--- config.mk ---
export PLATFORM = sky130hd
export DESIGN_NAME = soc_io_top
export DESIGN_NICKNAME = d
export VERILOG_FILES = /design/src/common/soc_io_pkg.sv /design/src/io_reg/io_reg_file.sv /design/src/soc_io_top.sv /design/src/uart/uart_tx.sv
export VERILOG_INCLUDE_DIRS = /design/src /design/src/common
export SDC_FILE = /design/constraint.sdc
export NUM_CORES = 1
export LEC_CHECK = 0
export BUFFER_PORTS_ARGS = -buffer_cell sky130_fd_sc_hd__buf_2
export CAP_MARGIN = 20
export CORE_MARGIN = 8
export CORE_UTILIZATION = 40
export CTS_BUF_LIST = sky130_fd_sc_hd__clkbuf_8
export DETAILED_ROUTE_END_ITERATION = 6
export PLACE_DENSITY = 0.78
export REMOVE_ABC_BUFFERS = 1
export SLEW_MARGIN = 30
export SYNTH_ARGS = -nofsm -noshare
export SYNTH_HDL_FRONTEND = slang
export SYNTH_SLANG_ARGS = --single-unit
export TNS_END_PERCENT = 20
--- constraint.sdc ---
create_clock -name clk -period 1.8 [get_ports clk]
set_input_delay 0.18 -clock clk [delete_from_list [all_inputs] [get_ports clk]]
set_output_delay 0.18 -clock clk [all_outputs]
set_load 0.01 [all_outputs]
--- src/common/soc_io_defs.svh ---
`ifndef SOC_IO_DEFS_SVH
`define SOC_IO_DEFS_SVH

// Build-time defaults for the I/O register block

// Default system clock in Hz
`define SOC_IO_CLOCK_FREQ 100000000

// Default UART line rate in bits per second
`define SOC_IO_BAUD_RATE 115200

// Only this many low address bits take part in register decode,
// so the block answers at any base the interconnect places it at
`define SOC_IO_DECODE_W 8

// Width of the bus data path
// Only byte lane 0 carries register data
`define SOC_IO_DATA_W 32

`endif

--- src/common/soc_io_pkg.sv ---
`default_nettype none

`include "soc_io_defs.svh"

package soc_io_pkg;

  // One bus write, valid in the cycle where wen is high
  // No handshake, the register block always accepts it
  typedef struct packed {
    logic                      wen;
    logic [31:0]               addr;
    logic [`SOC_IO_DATA_W-1:0] data;
    logic [3:0]                strb;
  } io_wr_req_t;

  // One bus read, valid in the cycle where ren is high
  // Data comes back registered on the following cycle
  typedef struct packed {
    logic        ren;
    logic [31:0] addr;
  } io_rd_req_t;

  // Register map, offsets within the decoded window
  typedef enum logic [`SOC_IO_DECODE_W-1:0] {
    // Transmit data, byte lane 0, write only
    REG_UART_TX     = 8'h00,
    // Bit 0 is transmitter ready
    REG_UART_STATUS = 8'h04,
    // Bit 0 drives the LED
    REG_LED         = 8'h08,
    // Byte lane 0 drives the GPIO outputs
    REG_GPIO        = 8'h0C
  } io_reg_off_e;

endpackage

`default_nettype wire

--- src/io_reg/io_reg_file.sv ---
`timescale 1ns/1ps
`default_nettype none

`include "soc_io_defs.svh"

// Register file for the I/O window
// Writes and reads complete in one cycle, there is no stall
module io_reg_file
  import soc_io_pkg::*;
(
  input  wire                        clk,
  input  wire                        rst_n,
  input  wire io_wr_req_t            wr_req,
  input  wire io_rd_req_t            rd_req,
  input  wire                        tx_ready,
  output logic [`SOC_IO_DATA_W-1:0]  rdata,
  output logic                       led,
  output logic [7:0]                 gpio,
  output logic                       tx_start,
  output logic [7:0]                 tx_byte
);

  logic [`SOC_IO_DECODE_W-1:0] wr_off;
  logic [`SOC_IO_DECODE_W-1:0] rd_off;

  // Only byte lane 0 holds register data
  logic                        wr_lane0;

  logic                        wr_led;
  logic                        wr_gpio;
  logic                        wr_tx;
  logic                        tx_launch;

  logic [`SOC_IO_DATA_W-1:0]   rd_val;

  // Upper address bits are ignored
  assign wr_off   = wr_req.addr[`SOC_IO_DECODE_W-1:0];
  assign rd_off   = rd_req.addr[`SOC_IO_DECODE_W-1:0];
  assign wr_lane0 = wr_req.wen && wr_req.strb[0];

  // Write decode, unmapped offsets select nothing
  always_comb begin
    wr_led  = 1'b0;
    wr_gpio = 1'b0;
    wr_tx   = 1'b0;
    if (wr_lane0) begin
      case (wr_off)
        REG_UART_TX: wr_tx   = 1'b1;
        REG_LED:     wr_led  = 1'b1;
        REG_GPIO:    wr_gpio = 1'b1;
        default: begin
        end
      endcase
    end
  end

  // A pending start is still in flight while tx_start is high, because
  // tx_ready only falls on the edge that consumes it.  Without the mask a
  // second write in that cycle would restart the frame
  assign tx_launch = wr_tx && tx_ready && !tx_start;

  always_ff @(posedge clk) begin
    if (!rst_n) begin
      led  <= 1'b0;
      gpio <= 8'h00;
    end else begin
      if (wr_led) begin
        led <= wr_req.data[0];
      end
      if (wr_gpio) begin
        gpio <= wr_req.data[7:0];
      end
    end
  end

  // One-cycle start pulse toward the transmitter
  always_ff @(posedge clk) begin
    if (!rst_n) begin
      tx_start <= 1'b0;
    end else begin
      tx_start <= tx_launch;
    end
  end

  // Byte is only sampled by the transmitter with tx_start
  always_ff @(posedge clk) begin
    if (tx_launch) begin
      tx_byte <= wr_req.data[7:0];
    end
  end

  // Read mux, transmit data reads as zero
  always_comb begin
    rd_val = '0;
    case (rd_off)
      REG_UART_STATUS: rd_val[0]   = tx_ready;
      REG_LED:         rd_val[0]   = led;
      REG_GPIO:        rd_val[7:0] = gpio;
      default: begin
      end
    endcase
  end

  // rdata holds until the next read
  always_ff @(posedge clk) begin
    if (!rst_n) begin
      rdata <= '0;
    end else if (rd_req.ren) begin
      rdata <= rd_val;
    end
  end

endmodule

`default_nettype wire

--- src/soc_io_top.sv ---
`timescale 1ns/1ps
`default_nettype none

`include "soc_io_defs.svh"

// Memory-mapped I/O block: register file plus UART transmitter
module soc_io_top
  import soc_io_pkg::*;
#(
  parameter int CLOCK_FREQ = `SOC_IO_CLOCK_FREQ,
  parameter int BAUD_RATE  = `SOC_IO_BAUD_RATE
) (
  input  wire                        clk,
  input  wire                        rst_n,
  input  wire io_wr_req_t            wr_req,
  input  wire io_rd_req_t            rd_req,
  output logic [`SOC_IO_DATA_W-1:0]  rdata,
  output logic                       led,
  output logic [7:0]                 gpio,
  output logic                       uart_txd
);

  // Register file to transmitter
  logic       tx_start;
  logic [7:0] tx_byte;
  logic       tx_ready;

  io_reg_file io_reg_file_inst (
    .clk      (clk),
    .rst_n    (rst_n),
    .wr_req   (wr_req),
    .rd_req   (rd_req),
    .tx_ready (tx_ready),
    .rdata    (rdata),
    .led      (led),
    .gpio     (gpio),
    .tx_start (tx_start),
    .tx_byte  (tx_byte)
  );

  uart_tx #(
    .CLOCK_FREQ (CLOCK_FREQ),
    .BAUD_RATE  (BAUD_RATE)
  ) uart_tx_inst (
    .clk      (clk),
    .rst_n    (rst_n),
    .tx_start (tx_start),
    .tx_byte  (tx_byte),
    .tx_ready (tx_ready),
    .txd      (uart_txd)
  );

endmodule

`default_nettype wire

--- src/uart/uart_tx.sv ---
`timescale 1ns/1ps
`default_nettype none

`include "soc_io_defs.svh"

// UART transmitter, 8N1, LSB first, line idles high
// The caller only pulses tx_start while tx_ready is high
module uart_tx #(
  parameter int CLOCK_FREQ = `SOC_IO_CLOCK_FREQ,
  parameter int BAUD_RATE  = `SOC_IO_BAUD_RATE
) (
  input  wire        clk,
  input  wire        rst_n,
  input  wire        tx_start,
  input  wire  [7:0] tx_byte,
  output logic       tx_ready,
  output logic       txd
);

  // Clock cycles per bit on the line
  localparam int CYCLES_PER_BIT = CLOCK_FREQ / BAUD_RATE;
  localparam int CNT_W          = $clog2(CYCLES_PER_BIT + 1);

  // Start bit, eight data bits and a stop bit
  localparam int FRAME_BITS     = 10;

  localparam logic [CNT_W-1:0] CNT_LAST = CNT_W'(CYCLES_PER_BIT - 1);
  localparam logic [3:0]       BIT_LAST = 4'(FRAME_BITS - 1);

  logic [CNT_W-1:0]      baud_cnt;
  logic [3:0]            bit_idx;

  // Bit 0 is on the line, ones shift in from the top
  logic [FRAME_BITS-1:0] frame;

  logic                  bit_end;

  assign bit_end = !tx_ready && (baud_cnt == CNT_LAST);
  assign txd     = frame[0];

  // Bit period counter, runs only during a frame
  always_ff @(posedge clk) begin
    if (!rst_n) begin
      baud_cnt <= '0;
    end else if (tx_start || bit_end) begin
      baud_cnt <= '0;
    end else if (!tx_ready) begin
      baud_cnt <= baud_cnt + 1'b1;
    end
  end

  // Index of the bit now on the line
  always_ff @(posedge clk) begin
    if (!rst_n) begin
      bit_idx <= '0;
    end else if (tx_start) begin
      bit_idx <= '0;
    end else if (bit_end && bit_idx != BIT_LAST) begin
      bit_idx <= bit_idx + 1'b1;
    end
  end

  // Frame shift register
  // After the stop bit only ones remain, so the line returns to idle
  always_ff @(posedge clk) begin
    if (!rst_n) begin
      frame <= '1;
    end else if (tx_start) begin
      frame <= {1'b1, tx_byte, 1'b0};
    end else if (bit_end) begin
      frame <= {1'b1, frame[FRAME_BITS-1:1]};
    end
  end

  // Busy from the start edge until the stop bit has run its full period
  always_ff @(posedge clk) begin
    if (!rst_n) begin
      tx_ready <= 1'b1;
    end else if (tx_start) begin
      tx_ready <= 1'b0;
    end else if (bit_end && bit_idx == BIT_LAST) begin
      tx_ready <= 1'b1;
    end
  end

endmodule

`default_nettype wire

==> impl_metrics.csv <==
group,metric,value,unit
critical_path,cp_slowest_cell,"dfxtp_1",
routing,num_vias,1819,
layout,syn_to_final_growth,17.0,%
sta,finalCritPeriodShare,0.939,
floorplan,num_rows,28,
floorplan,ios,146,
layout,final_common_cell,"buf_2",
cts,cts-htree-levels,2,
sta,setup-tns-final,0,ps
cts,cts.root.buffer_cell,"clkbuf_8",
synthesis,ys_warn_count,0,
critical_path,cp.arrival,1930,ps
critical_path,path_cells,"ha_1 > nor4b_4 > nand3_2 > buf_4 > or3_1 > a21oi_1",
power_and_ir_drop,power.share.combinational,0.050,
layout,layout.cells.most_common_list,"46 x buf_2, 42 x dfxtp_1, 24 x conb_1",
cts,cts.path.max_buffers,2,
critical_path,critical_path_class,"flip-flop to flip-flop",
synthesis,synth_top_area_cell,"dfxtp_1",
critical_path,crit_buf_inv,1,
synthesis,synth_edf_count,8,
sta,max_freq,592,MHz
global_routing,grt_pass1_vias,1810,
cts,path_clk_slew,100,ps
routing,routedWlPerCell,12.8,um
synthesis,synth_area_leaders,"dfxtp_1 36%, edfxtp_1 10%, buf_4 7.6%",
cts,cts_made_buffers,5,
place,dp.cells,368,
sta,period_minus_slack,1690,ps
synthesis,synth-main-ff-cell,"dfxtp_1",
hold_path,hold_end,"io_reg_file_inst.tx_byte[2]",
place,placed_area,2600,um2
global_routing,grt_first_pass_wirelength,8.14,mm
power_and_ir_drop,p_sw_frac,0.224,
critical_path,critPathLaunchType,"flip-flop",
floorplan,start_util,0.406,
cts,cts_tree,"done",
layout,post-route-cell-area,2760,um2
global_routing,grt_max_degree,33,
place,port_buffers,46,
place,gp_congestion,0.745,
synthesis,syn-mean-instance-area,9.48,um2
critical_path,r2r_cells,6,
global_routing,grt.overflow.total,0,
routing,firstDrtPassIters,4,
critical_path,crit_path_end_kind,"flip-flop",
critical_path,critical-path-top-delay-family,"simple AND/OR/NAND/NOR gates",
run_status,status,"finished clean",
floorplan,core,5820,um2
synthesis,syn-cell-area,2360,um2
critical_path,r2r-end,"uart_tx_inst.bit_idx[3]",
synthesis,yosys.area.top_type_share,0.356,
layout,antenna_cells,0,
sta,finalHoldViolCount,0,
power_and_ir_drop,irDropWorstVdd,0.000689,V
sta,slew_viol_final,0,
routing,route.detailed.drc,0,
layout,final_cells,376,
critical_path,cp_max_fo,9,
synthesis,synth-seq-area-share,0.458,
critical_path,r2r-start,"uart_tx_inst.baud_cnt[0]",
routing,ant_nets,0,
power_and_ir_drop,total_power,0.00205,W
global_routing,antenna_found_initial,0,
hold_path,hold_class,"input port to flip-flop",
power_and_ir_drop,clkPwrFrac,0.398,
layout,final_net_count,407,
power_and_ir_drop,power.density,744,nW/um2
synthesis,synthArstFlopShare,0,
floorplan,die_h,92.8,um
sta,setup_violations,0,
floorplan,die_x,92.8,um
cts,cts-hold-fix-buffers,0,
routing,drt_iter0_drc,72,
place,hpwlAfterDp,3.60,mm
global_routing,grt.total_usage,0.113,
floorplan,die_area,8620,um2
critical_path,slowest_delay,350,ps
critical_path,regToRegSetupSlack,110,ps
layout,final_core_util,0.475,
synthesis,synthCells,249,
sta,skew,7.27,ps
layout,drive_above_1_share,0.243,
power_and_ir_drop,p_seq_frac,0.552,
synthesis,ys_types,43,
hold_path,hp-start,"wr_req[6]",
hold_path,min_path_cells,1,
critical_path,required,2050,ps
cts,clock_latency,300,ps
power_and_ir_drop,internal_power,0.00159,W
cts,clock-sinks,50,
run,maxCapViolations,0,
power_and_ir_drop,switching_power,0.000460,W
power_and_ir_drop,p_leak,1.15,nW
synthesis,synth_seq_cells,50,
routing,routed_via_density,4.84,
routing,wl,4.80,mm
[cell families after synthesis]
| family | Yosys count | synth area share |
|---|---|---|
| AO/OA/AOI/OAI | 33 | 0.0837 |
| XOR/XNOR | 9 | 0.0334 |
| adder cells (fa/ha/maj) | 3 | 0.0159 |
| buffers and inverters | 40 | 0.118 |
| flip-flops | 50 | 0.458 |
| multiplexers | 7 | 0.0297 |
| other | 1 | 0.00159 |
| AND/OR/NAND/NOR | 106 | 0.260 |
[synth_stat cells, types with 2 or more instances]
cell	instances
o21ai_0	13
nor3_1	2
a31oi_1	2
buf_4	24
o211a_1	2
nand3b_1	2
buf_2	2
dfxtp_1	42
nand3_1	15
xnor2_1	2
clkbuf_1	6
ha_1	3
edfxtp_1	8
nor3b_1	2
inv_1	4
nand2b_1	2
nor4b_1	3
nor2_1	17
nand4_1	5
mux2i_1	7
a21oi_1	10
and3_1	4
nor2b_1	22
buf_6	2
a221oi_1	4
xor2_1	7
and4b_1	3
nand2_1	18
clkbuf_8	2
[worst reg2reg max path, delay by kind of cell (launching register included)]
kind	cells	cell delay (ps)
AOI/OAI and AO/OA	1	140
adders and majority gates	1	170
buffers and inverters	1	200
DFF	1	350
and+or+nand+nor	3	780
[power groups by stage]
stage               combinational [W]  sequential [W]  clock, W
floorplan                   0.0000431         0.00116         0
CTS                         0.0000994         0.00113  0.000829
global placement            0.0000977         0.00116         0
global route                 0.000112         0.00113  0.000884
finish                       0.000102         0.00113  0.000818
detailed placement          0.0000991         0.00116         0
[stage by stage]
step / hold WS, ps / setup slack, ps
final: 55.8 / 111
after global placement: 373 / 41.5
after floorplan: 256 / -36.0
after CTS: 48.3 / 14.3
after detailed placement: 372 / 25.9
after global routing: 41.7 / -14.6
[state kept, by name, summed over array words and instances, names as in the netlist]
register	flops
io_reg_file_inst.gpio	8
uart_tx_inst.baud_cnt	10
uart_tx_inst.bit_idx	4
uart_tx_inst.frame	9
io_reg_file_inst.tx_byte	8
uart_tx_inst.tx_ready	1
io_reg_file_inst.led	1
io_reg_file_inst.rdata	8
io_reg_file_inst.tx_start	1
[final cells by class]
cell class / count / area [um2]
fillers: 570 / 3050
multi-input cells: 182 / 1130
flip-flops and latches: 50 / 1080
repair buffers: 57 / 325
well taps: 75 / 93.8
clock buffers: 5 / 68.8
clock inverters: 3 / 47.5
inverters: 4 / 15.0
[per-layer routing]
layer | routed length [um] | GRT usage
met3 | 344 | 0.0356
met4 | 95 | 0.0550
met2 | 2250 | 0.188
met1 | 2110 | 0.128
met5 | 0 | 0
[worst max-delay path by stage]
stage / from / slack, ps / cells after the start / endpoint
final: uart_tx_inst.baud_cnt[0] / 110 / 6 / uart_tx_inst.bit_idx[3]
after global routing: uart_tx_inst.baud_cnt[0] / -10 / 6 / uart_tx_inst.bit_idx[3]
after CTS: uart_tx_inst.baud_cnt[8] / 10 / 5 / uart_tx_inst.bit_idx[3]
after detailed placement: wr_req[41] / 30 / 5 / io_reg_file_inst.tx_byte[7]
after global placement: wr_req[41] / 40 / 5 / io_reg_file_inst.tx_byte[6]
after floorplan: uart_tx_inst.baud_cnt[0] / -40 / 5 / uart_tx_inst.bit_idx[2]
[timing repair]
action / 4_1_cts / 5_1_grt
setup buffers: 0 / 0
endpoints found under the setup margin: 0 / 10
resized for setup: 0 / 6
(Power assumes the default switching activity.)
